==> config.mk <==
export PLATFORM = sky130hd
export DESIGN_NAME = vita_tx_top
export DESIGN_NICKNAME = d
export VERILOG_FILES = /design/src/hdl/vita_hdr_pkg.sv /design/src/hdl/vita_line_pkg.sv /design/src/hdl/vita_settings.sv /design/src/hdl/vita_seq_check.sv /design/src/hdl/vita_tx_deframer.sv /design/src/hdl/vita_line_fifo.sv /design/src/hdl/vita_tx_top.sv
export VERILOG_INCLUDE_DIRS = /design/src /design/src/hdl
export SDC_FILE = /design/constraint.sdc
export NUM_CORES = 2
export LEC_CHECK = 0
export BUFFER_PORTS_ARGS = -buffer_cell sky130_fd_sc_hd__buf_2
export CORE_MARGIN = 10
export CORE_UTILIZATION = 55
export CTS_CLUSTER_DIAMETER = 60
export CTS_CLUSTER_SIZE = 16
export DETAILED_ROUTE_END_ITERATION = 8
export PLACE_DENSITY_LB_ADDON = 0.05
export REMOVE_ABC_BUFFERS = 1
export SETUP_SLACK_MARGIN = 0.3
export SKIP_LAST_GASP = 1
export SYNTH_ARGS = -nofsm -noshare
export SYNTH_HDL_FRONTEND = slang
export SYNTH_HIERARCHICAL = 1
export SYNTH_SLANG_ARGS = --single-unit
export TNS_END_PERCENT = 50
==> constraint.sdc <==
create_clock -name clk -period 18.45 [get_ports clk]
set_clock_uncertainty 0.15 [all_clocks]
set_input_delay 2.7675 -clock clk [delete_from_list [all_inputs] [get_ports clk]]
set_output_delay 2.7675 -clock clk [all_outputs]
set_load 0.03 [all_outputs]
==> src/hdl/vita_tx_defines.svh <==
`ifndef VITA_TX_DEFINES_SVH
`define VITA_TX_DEFINES_SVH

// sample slots per output line
`define VITA_MAXCHAN 4

// lines held by the output FIFO
`define VITA_FIFO_DEPTH 16

// settings bus addresses
`define VITA_SR_NUMCHAN 8'h00  // channel count minus one
`define VITA_SR_SEQCLR  8'h01  // any write restarts count tracking

`endif

==> src/hdl/vita_hdr_pkg.sv <==
`default_nettype none

package vita_hdr_pkg;

   typedef logic [15:0] vita_len_t;    // words, header included
   typedef logic [3:0]  vita_count_t;
   typedef logic [63:0] vita_time_t;   // secs high, tics low

   typedef struct packed {
      logic has_streamid;
      logic has_classid;
      logic has_secs;
      logic has_tics;
      logic has_trailer;
      logic is_sob;
      logic is_eob;
   } vita_hdr_flags_t;

   // header fields first, in wire order
   typedef enum logic [3:0] {
      HEADER,
      STREAMID,
      CLASSID,
      CLASSID2,
      SECS,
      TICS,
      TICS2,
      PAYLOAD,
      STORE,
      TRAILER,
      DUMP
   } deframe_state_t;

endpackage

`default_nettype wire

==> src/hdl/vita_line_pkg.sv <==
`default_nettype none

`include "vita_tx_defines.svh"

package vita_line_pkg;
   import vita_hdr_pkg::*;

   typedef logic [31:0] vita_sample_t;
   typedef logic [1:0]  numchan_t;
   typedef logic [15:0] fifo_level_t;

   typedef struct packed {
      logic [1:0]   spare;
      logic         eof;
      logic         sof;
      logic [31:0]  data;
   } bus_word_t;

   typedef struct packed {
      vita_sample_t [`VITA_MAXCHAN-1:0] samples;  // slot 0 lowest
      logic         seq_err;
      logic         send_at;
      logic         sob;
      logic         eob;
      logic         eop;
      logic [11:0]  spare;   // always zero
      vita_count_t  count;
      vita_time_t   send_time;
   } tx_line_t;

endpackage

`default_nettype wire

==> src/hdl/vita_settings.sv <==
`default_nettype none

`include "vita_tx_defines.svh"

module vita_settings
   import vita_line_pkg::*;
(
   input  wire logic        clk,
   input  wire logic        reset_i,
   input  wire logic        set_stb_i,
   input  wire logic [7:0]  set_addr_i,
   input  wire logic [31:0] set_data_i,
   output numchan_t         numchan_o,
   output logic             seq_clr_o
);

   logic numchan_hit;
   logic seqclr_hit;

   assign numchan_hit = set_stb_i & (set_addr_i == `VITA_SR_NUMCHAN);
   assign seqclr_hit  = set_stb_i & (set_addr_i == `VITA_SR_SEQCLR);

   always_ff @(posedge clk)
   begin
      if (reset_i)
      begin
         numchan_o <= '0;
         seq_clr_o <= 1'b0;
      end
      else
      begin
         if (numchan_hit)
            numchan_o <= numchan_t'(set_data_i[1:0]);
         seq_clr_o <= seqclr_hit;  // data is ignored
      end
   end

endmodule

`default_nettype wire

==> src/hdl/vita_seq_check.sv <==
`default_nettype none

module vita_seq_check
   import vita_hdr_pkg::*;
(
   input  wire logic        clk,
   input  wire logic        reset_i,
   input  wire logic        clear_i,
   input  wire logic        seq_clr_i,
   input  wire logic        hdr_stb_i,
   input  wire vita_count_t hdr_count_i,
   output vita_count_t      count_o,
   output logic             seq_err_o
);

   vita_count_t expected;

   assign expected = count_o + 4'd1;  // wraps at 16

   always_ff @(posedge clk)
   begin
      if (reset_i | clear_i | seq_clr_i)
      begin
         // next expected count is then 0
         count_o   <= 4'hF;
         seq_err_o <= 1'b0;
      end
      else if (hdr_stb_i)
      begin
         count_o   <= hdr_count_i;
         seq_err_o <= (hdr_count_i != expected);  // per packet
      end
   end

endmodule

`default_nettype wire

==> src/hdl/vita_tx_deframer.sv <==
`default_nettype none

`include "vita_tx_defines.svh"

module vita_tx_deframer
   import vita_hdr_pkg::*, vita_line_pkg::*;
(
   input  wire logic        clk,
   input  wire logic        reset_i,
   input  wire logic        clear_i,
   input  wire numchan_t    numchan_i,
   input  wire bus_word_t   data_i,
   input  wire logic        src_rdy_i,
   output logic             dst_rdy_o,
   output logic             hdr_stb_o,
   output vita_count_t      hdr_count_o,
   input  wire logic        seq_err_i,
   input  wire vita_count_t count_i,
   output tx_line_t         line_o,
   output logic             store_o,
   input  wire logic        fifo_space_i
);

   deframe_state_t  state;
   vita_hdr_flags_t flags;
   vita_hdr_flags_t hdr_flags;
   vita_len_t       remain;        // words still to come, current one included
   numchan_t        phase;
   logic            eop_q;
   logic            eof_q;
   logic            xfer;
   logic            line_done;
   logic            payload_last;
   vita_time_t      send_time;
   vita_sample_t [`VITA_MAXCHAN-1:0] samples_q;

   // earliest optional header word still ahead of cur
   function automatic deframe_state_t next_field(input vita_hdr_flags_t f,
                                                 input deframe_state_t cur);
      deframe_state_t nxt;
      nxt = PAYLOAD;
      if (f.has_tics && cur < TICS)
         nxt = TICS;
      if (f.has_secs && cur < SECS)
         nxt = SECS;
      if (f.has_classid && cur < CLASSID)
         nxt = CLASSID;
      if (f.has_streamid && cur < STREAMID)
         nxt = STREAMID;
      return nxt;
   endfunction

   assign hdr_flags.has_streamid = (data_i.data[31:28] == 4'b0001);
   assign hdr_flags.has_classid  = data_i.data[27];
   assign hdr_flags.has_trailer  = data_i.data[26];
   assign hdr_flags.is_sob       = data_i.data[25];
   assign hdr_flags.is_eob       = data_i.data[24];
   assign hdr_flags.has_secs     = (data_i.data[23:22] != 2'b00);
   assign hdr_flags.has_tics     = (data_i.data[21:20] != 2'b00);

   assign dst_rdy_o    = (state != STORE);  // stall while a line waits for space
   assign xfer         = src_rdy_i & dst_rdy_o;
   assign line_done    = (phase == numchan_i);
   assign payload_last = (remain == vita_len_t'(flags.has_trailer) + 16'd1);

   assign hdr_stb_o   = (state == HEADER) & xfer;
   assign hdr_count_o = data_i.data[19:16];
   assign store_o     = (state == STORE) & fifo_space_i;

   always_ff @(posedge clk)
   begin
      if (reset_i | clear_i)
      begin
         state  <= HEADER;
         flags  <= '0;
         remain <= '0;
         phase  <= '0;
         eop_q  <= 1'b0;
         eof_q  <= 1'b0;
      end
      else
      begin
         if (xfer && state != HEADER)
            remain <= remain - 16'd1;
         case (state)
            HEADER:
               if (xfer)
               begin
                  flags  <= hdr_flags;
                  remain <= data_i.data[15:0] - 16'd1;
                  phase  <= '0;
                  eop_q  <= 1'b0;
                  eof_q  <= 1'b0;
                  state  <= next_field(hdr_flags, HEADER);
               end
            STREAMID, CLASSID2, SECS:
               if (xfer)
                  state <= next_field(flags, state);
            CLASSID:
               if (xfer)
                  state <= CLASSID2;
            TICS:
               if (xfer)
                  state <= TICS2;
            TICS2:
               if (xfer)
                  state <= PAYLOAD;
            PAYLOAD:
               if (xfer)
               begin
                  if (line_done | payload_last | data_i.eof)
                  begin
                     phase <= '0;
                     eop_q <= payload_last | data_i.eof;
                     eof_q <= data_i.eof;
                     state <= STORE;
                  end
                  else
                     phase <= phase + 2'd1;
               end
            STORE:
               if (fifo_space_i)
               begin
                  if (!eop_q)
                     state <= PAYLOAD;
                  else if (eof_q)
                     state <= HEADER;
                  else if (flags.has_trailer)
                     state <= TRAILER;
                  else
                     state <= DUMP;
               end
            TRAILER:
               if (xfer)
                  state <= data_i.eof ? HEADER : DUMP;
            DUMP:
               if (xfer && data_i.eof)
                  state <= HEADER;
            default:
               state <= HEADER;
         endcase
      end
   end

   always_ff @(posedge clk)
   begin
      if (xfer)
      begin
         case (state)
            HEADER:  send_time <= '0;  // no timestamp means zero
            SECS:    send_time[63:32] <= data_i.data;
            TICS2:   send_time[31:0]  <= data_i.data;
            PAYLOAD: samples_q[phase] <= data_i.data;
            default: ;
         endcase
      end
   end

   always_comb
   begin
      line_o           = '0;
      line_o.samples   = samples_q;
      line_o.seq_err   = seq_err_i;
      line_o.send_at   = flags.has_secs;
      line_o.sob       = flags.is_sob;
      line_o.eob       = flags.is_eob;
      line_o.eop       = eop_q;
      line_o.count     = count_i;
      line_o.send_time = send_time;
   end

endmodule

`default_nettype wire

==> src/hdl/vita_line_fifo.sv <==
`default_nettype none

`include "vita_tx_defines.svh"

module vita_line_fifo
   import vita_line_pkg::*;
(
   input  wire logic     clk,
   input  wire logic     reset_i,
   input  wire logic     clear_i,
   input  wire tx_line_t line_i,
   input  wire logic     push_i,
   output logic          space_o,
   output tx_line_t      line_o,
   output logic          src_rdy_o,
   input  wire logic     dst_rdy_i,
   output fifo_level_t   occupied_o,
   output logic          full_o,
   output logic          empty_o
);

   localparam int AW = $clog2(`VITA_FIFO_DEPTH);

   tx_line_t       mem [`VITA_FIFO_DEPTH];
   logic [AW-1:0]  wr_ptr;
   logic [AW-1:0]  rd_ptr;
   logic           push_ok;
   logic           pop_ok;
   fifo_level_t    level_next;

   function automatic logic [AW-1:0] ptr_inc(input logic [AW-1:0] p);
      return (p == AW'(`VITA_FIFO_DEPTH - 1)) ? '0 : p + 1'b1;
   endfunction

   assign push_ok    = push_i & ~full_o;
   assign pop_ok     = src_rdy_o & dst_rdy_i;
   assign level_next = occupied_o + fifo_level_t'(push_ok) - fifo_level_t'(pop_ok);

   assign space_o   = ~full_o;
   assign src_rdy_o = ~empty_o;
   assign line_o    = mem[rd_ptr];  // head shows the cycle after its push

   always_ff @(posedge clk)
   begin
      if (push_ok)
         mem[wr_ptr] <= line_i;
   end

   always_ff @(posedge clk)
   begin
      if (reset_i | clear_i)
      begin
         wr_ptr     <= '0;
         rd_ptr     <= '0;
         occupied_o <= '0;
         full_o     <= 1'b0;
         empty_o    <= 1'b1;
      end
      else
      begin
         if (push_ok)
            wr_ptr <= ptr_inc(wr_ptr);
         if (pop_ok)
            rd_ptr <= ptr_inc(rd_ptr);
         occupied_o <= level_next;
         full_o     <= (level_next == fifo_level_t'(`VITA_FIFO_DEPTH));
         empty_o    <= (level_next == '0);
      end
   end

endmodule

`default_nettype wire

==> src/hdl/vita_tx_top.sv <==
`default_nettype none

module vita_tx_top
   import vita_hdr_pkg::*, vita_line_pkg::*;
(
   input  wire logic        clk,
   input  wire logic        reset_i,
   input  wire logic        clear_i,
   input  wire logic        set_stb_i,
   input  wire logic [7:0]  set_addr_i,
   input  wire logic [31:0] set_data_i,
   input  wire bus_word_t   data_i,
   input  wire logic        src_rdy_i,
   output logic             dst_rdy_o,
   output tx_line_t         sample_line_o,
   output logic             line_src_rdy_o,
   input  wire logic        line_dst_rdy_i,
   output vita_count_t      current_count_o,
   output fifo_level_t      fifo_occupied_o,
   output logic             fifo_full_o,
   output logic             fifo_empty_o
);

   numchan_t    numchan;
   logic        seq_clr;
   logic        hdr_stb;
   vita_count_t hdr_count;
   logic        seq_err;
   vita_count_t count_reg;
   tx_line_t    line;
   logic        store;
   logic        fifo_space;

   assign current_count_o = count_reg;

   vita_settings settings_i (
      .clk        (clk),
      .reset_i    (reset_i),
      .set_stb_i  (set_stb_i),
      .set_addr_i (set_addr_i),
      .set_data_i (set_data_i),
      .numchan_o  (numchan),
      .seq_clr_o  (seq_clr)
   );

   vita_tx_deframer deframer_i (
      .clk          (clk),
      .reset_i      (reset_i),
      .clear_i      (clear_i),
      .numchan_i    (numchan),
      .data_i       (data_i),
      .src_rdy_i    (src_rdy_i),
      .dst_rdy_o    (dst_rdy_o),
      .hdr_stb_o    (hdr_stb),
      .hdr_count_o  (hdr_count),
      .seq_err_i    (seq_err),
      .count_i      (count_reg),
      .line_o       (line),
      .store_o      (store),
      .fifo_space_i (fifo_space)
   );

   vita_seq_check seq_check_i (
      .clk         (clk),
      .reset_i     (reset_i),
      .clear_i     (clear_i),
      .seq_clr_i   (seq_clr),
      .hdr_stb_i   (hdr_stb),
      .hdr_count_i (hdr_count),
      .count_o     (count_reg),
      .seq_err_o   (seq_err)
   );

   vita_line_fifo line_fifo_i (
      .clk        (clk),
      .reset_i    (reset_i),
      .clear_i    (clear_i),
      .line_i     (line),
      .push_i     (store),
      .space_o    (fifo_space),
      .line_o     (sample_line_o),
      .src_rdy_o  (line_src_rdy_o),
      .dst_rdy_i  (line_dst_rdy_i),
      .occupied_o (fifo_occupied_o),
      .full_o     (fifo_full_o),
      .empty_o    (fifo_empty_o)
   );

endmodule

`default_nettype wire

# After elaboration in Yosys (flattened, before gate mapping)
# Memory sizes are Yosys's and may differ from the RTL's. A register that Yosys moved wholly into a read port is not among the register bits.
# Index checks and enable logic that the tools add are counted.
[totals]
reg_bits = 257
ramBits = 3216
in_bits = 82
out_inout_bits = 237
word_cells = 158
mem_count = 1
[classes]
add_sub_neg = 9
order_cmp = 6
eq_ne = 29
muxes = 48
bitwise = 14
n_reduce_logical = 24
[memory_table]
columns = ["memory", "words", "width", "read_ports", "rd_ports_with_merged_regs", "write_ports", "line_no", "text"]
rows = [
  ["line_fifo_i.mem", 16, 201, 1, 1, 1, "vita_line_fifo.sv:24", "tx_line_t mem [`VITA_FIFO_DEPTH];"],
]
[op_table]
columns = ["op", "n"]
rows = [
  ["128-bit bitwise mux", 1],
  ["32-bit one-hot mux with 2 select lines", 2],
  ["4-bit 2-to-1 mux", 17],
  ["32-bit demux with 2-bit select", 1],
  ["16-bit 2-to-1 mux", 3],
  ["4-bit one-hot mux with 9 select lines", 1],
  ["32-bit 2-to-1 mux", 1],
  ["16-bit by 1-bit subtractor with 16-bit output, second input constant", 2],
  ["4-bit == test, second input constant", 5],
  ["2-bit by 1-bit != test with 1-bit output, second input constant", 9],
  ["16-bit by 1-bit adder with 16-bit output", 1],
  ["16-bit == test", 1],
  ["16-bit by 5-bit == test with 1-bit output, second input constant", 1],
  ["4-bit by 3-bit == test with 1-bit output, second input constant", 4],
  ["16-bit logical NOT", 1],
  ["2-bit 2-to-1 mux", 8],
  ["16-bit by 1-bit subtractor with 16-bit output", 1],
  ["4-bit by 1-bit adder with 4-bit output, second input constant", 3],
  ["3-bit 2-to-1 mux", 4],
  ["10-bit AND reduction", 1],
  ["2-bit nonzero test", 5],
  ["4-bit by 1-bit == test with 1-bit output, second input constant", 2],
  ["4-bit by 2-bit == test with 1-bit output, second input constant", 2],
  ["8-bit by 1-bit == test with 1-bit output, second input constant", 1],
  ["other kinds (25)", 53],
]

# Longest topological paths before layout
[logic_depth]
depth_word = 8
depth_mapped = 17
mapped_depth_nobuf = 15

# Modules after synthesis
# The synthesis kept the hierarchy.
[modules_own_cells]
columns = ["mod", "instances", "cells_each", "area_each_um2"]
rows = [
  ["vita_line_fifo", 1, 5025, 129554.3],
  ["vita_tx_deframer", 1, 586, 8622.0],
  ["vita_seq_check", 1, 26, 264.0],
  ["vita_settings", 1, 13, 151.4],
]

# Least setup slack after synthesis
# Ideal clock, no wire load.
[synth_path]
path_kind = "register -> register"
startpoint = "register deframer_i.state[1]"
endpoint = "memory line_fifo_i/mem[3][0] in the netlist's numbering, enable pin"
setup_ns = 1.047
arrival_time_ns = 15.979
required_ns = 17.253
setup_slack_ns = 1.275
stages_incl_launch_ff = 8
path_buffers = 2
cell_sequence = "dfxtp_1 > buf_2 > nor3_2 > and3_1 > nor2b_1 > clkbuf_1 > nand2_1 > nor3_1"
[synth_via]
elab_chain_cells = 5
[synth_lines]
columns = ["item", "line_no", "text"]
rows = [
  ["start: declaration", "vita_tx_deframer.sv:24", "deframe_state_t state;"],
  ["start signal: assignment", "vita_tx_deframer.sv:94", "state <= next_field(hdr_flags, HEADER);"],
  ["start signal: assignment", "vita_tx_deframer.sv:98", "state <= next_field(flags, state);"],
  ["start signal: assignment", "vita_tx_deframer.sv:135", "state <= data_i.eof ? HEADER : DUMP;"],
  ["4-bit == test", "vita_tx_deframer.sv:68", "assign store_o = (state == STORE) & fifo_space_i;"],
  ["1-bit AND", "vita_tx_deframer.sv:68", ""],
  ["named net store", "vita_tx_top.sv:31", "logic store;"],
  ["1-bit AND", "vita_line_fifo.sv:35", "assign push_ok = push_i & ~full_o;"],
  ["1-bit 2-to-1 mux", "vita_line_fifo.sv:45", "if (push_ok)"],
  ["1-bit 2-to-1 mux (not written as such)", "vita_line_fifo.sv:46", "mem[wr_ptr] <= line_i;"],
  ["end: declaration", "vita_line_fifo.sv:24", ""],
]
# The timed path passes the listed nets, and every way through them passes these cells.

==> flow_metrics.tcl <==
set metrics [dict create \
    status "finished, final reports clean" \
    initialDrtViolationCount 6751 \
    leakagePower_nw 45.4 \
    drt_wl_total_um 326000 \
    wl_per_cell_um 34.4 \
    io_buffers 285 \
    endpoint_kind "primary output" \
    die_height_um 522 \
    avgSynthCellArea_um2 24.5 \
    yosysTopAreaCell "edfxtp_1" \
    layout_common_cells "3,600 x edfxtp_1, 1,050 x mux4_2, 293 x clkbuf_16, 285 x buf_2, 95 x buf_4" \
    fin_crit_sh 0.507 \
    hold_depth 2 \
    final_area_mm2 0.152 \
    ys_ff_latch 3668 \
    hpwl_um 157000 \
    rsz0062_at_grt "false" \
    start_util 0.552 \
    grt_max_degree 139 \
    cts_resized 0 \
    hold_viol 0 \
    reg2reg_depth 9 \
    r2r_start "deframer_i/state[0]" \
    final_common_cell "edfxtp_1" \
    cts_root_buf "clkbuf_16" \
    grt_pass1_vias 64000 \
    hp-start "deframer_i/flags[5]" \
    synth_top_area_frac 0.780 \
    synthArstFlopShare 0 \
    synthTopCellsByArea "edfxtp_1 78%, mux4_2 17%, dfxtp_1 0.98%, clkbuf_1 0.42%, buf_2 0.33%" \
    max_freq_mhz 107 \
    synth_compound_area_frac 0.00850 \
    grt_pass1_wl_um 465000 \
    peakVddDrop_v 0.0000996 \
    relSlewSlack 0.0591 \
    cts_hold_buf 0 \
    io_pins 319 \
    synth_top_family_by_area "multiplexers" \
    cts.sinks 3668 \
    antenna_found_initial 23 \
    synth-main-ff-cell "edfxtp_1" \
    cap_violations 0 \
    timing.critical_path.from_type "flop" \
    cts-buffers-inserted 287 \
    place_area_mm2 0.144 \
    synth_mux_area_frac 0.172 \
    yosysSeqAreaShare 0.790 \
    synthToLayoutAreaGrowth_pct 9.61 \
    drcViolationCount 0 \
    setup_tns_ps 0 \
    postCtsSetupBuffers 0 \
    hold_class "flop to flop" \
    worstPathMaxFanout 65 \
    clock_latency_ps 940 \
    synthSimpleGateAreaFrac 0.0132 \
    netlist_instances 5650 \
    grt_remaining_overflow 0 \
    viasPerCell 6.52 \
    cp.required_ps 15530 \
    dieArea_mm2 0.272 \
    place.gp.congestion 0.790 \
    yosysWarningCount 6 \
    design.core.area_mm2 0.251 \
    synthAdderAreaFrac 0.00258 \
    place_worst_setup_slack_ps 10050 \
    worst_slack_ps 9100 \
    fin_nets 6159 \
    grt_usage 0.238 \
    rows 184 \
    cts.reportedPaths.clkPinSlew_ps 70 \
    finalSetupViolCount 0 \
    first_pass_iters 6 \
    arrival_ps 6440 \
    synth_area_mm2 0.139 \
    synth_cell_type_count 79 \
    power.density_mw_per_mm2 101 \
    synth_xor_area_frac 0.00221 \
    worstSetupPathType "flop to primary output" \
    synth_edf_count 3600 \
    fin_crit_ps 9350 \
    worstMarginPinSlew_ps 1390 \
    final_max_slew_viol_count 0 \
    drive_above_1_share 0.298 \
    dieWidth_um 522 \
    cts_max_level 5 \
    vias 61800 \
    cts_tree "yes" \
    postRouteAntennaNets 0 \
    clockBufferDepth 4 \
]
-- cell usage after synthesis (5+ instances only) --
library cell / instances
buf_2: 91
a211oi_1: 22
a31oi_1: 10
edfxtp_1: 3600
nor2_1: 67
or4_1: 5
a21o_1: 6
nor2b_1: 21
dfxtp_1: 68
nor3_1: 26
or3_1: 5
nand2_1: 53
nor4_1: 7
inv_1: 36
nand3_1: 16
nand4_1: 6
buf_1: 17
o21a_1: 7
o21ai_0: 24
nand2b_1: 12
xor2_1: 15
mux4_2: 1050
mux2i_1: 25
xnor2_1: 20
a21oi_1: 56
and3_1: 13
buf_4: 39
and2_1: 67
clkbuf_1: 154
ha_1: 27
nand3b_1: 6
-- worst paths after layout --
path | slack (ps) | end
setup / recovery | 9100 | sample_line_o[15]
hold / removal | 330 | deframer_i/flags[5]
hold reg to reg | 330 | deframer_i/flags[5]
setup reg to reg | 11890 | line_fifo_i/mem[14][3]
-- kinds of logic after synthesis --
| family | after synthesis |
|---|---|
| compound gates | 175 |
| xor+xnor | 35 |
| fa+ha+maj | 28 |
| buf+inv | 339 |
| flops | 3668 |
| mux | 1075 |
| other cells | 1 |
| simple gates | 329 |
-- routing by layer --
metal	wire, um	vias up	GRT usage
li1	-	24900	-
met1	136000	34400	0.352
met2	160000	2212	0.381
met3	23800	352	0.0408
met4	5600	2	0.0484
met5	13	-	0
-- registers in the layout, summed over array words and instances (netlist names), 2 cells and up, named ones only --
| name | count |
|---|---|
| deframer_i/flags | 3 |
| deframer_i/send_time | 64 |
| deframer_i/line_o | 131 |
| seq_check_i/count_o | 4 |
| deframer_i/phase | 2 |
| line_fifo_i/wr_ptr | 4 |
| line_fifo_i/rd_ptr | 4 |
| line_fifo_i/occupied_o | 16 |
| deframer_i/remain | 15 |
| settings_i/numchan_o | 2 |
| line_fifo_i/mem | 3408 |
| deframer_i/state | 4 |
-- layout make-up --
cell class,instances,area [um^2]
antenna,12,30.0
clock buffer,327,7460
clock inverter,32,264
fill,17300,99300
inverter,36,135
multi-input combinational,1654,27800
sequential,3668,109000
tap,3348,4190
timing repair buffer,402,2580
-- report_power, final --
part           internal (mW)  switching [mW]  total [mW]  leakage, nW
sequential              9.13          0.0681        9.19         33.0
clock                   2.88            2.70        5.58         3.78
combinational          0.196           0.332       0.528         8.62
total                   12.2            3.10        15.3         45.4
-- critical path, cell delays in order, from the launching register on --
cell and delay, ps:
dfxtp_4 720, buf_4 650, buf_4 850, buf_4 920, buf_4 910, mux4_2 420, mux4_2 530, buf_2 210
-- metrics by stage --
stage,total power [mW],util,hold slack [ps],cells
2_1_floorplan,9.86,-,298,5358
3_3_place_gp,9.90,0.574,322,9108
3_5_place_dp,9.91,0.574,320,9108
4_1_cts,15.4,0.605,328,9467
5_1_grt,15.8,0.605,371,9473
6_report,15.3,0.605,325,9479
Power figures use the tool's default switching activity.
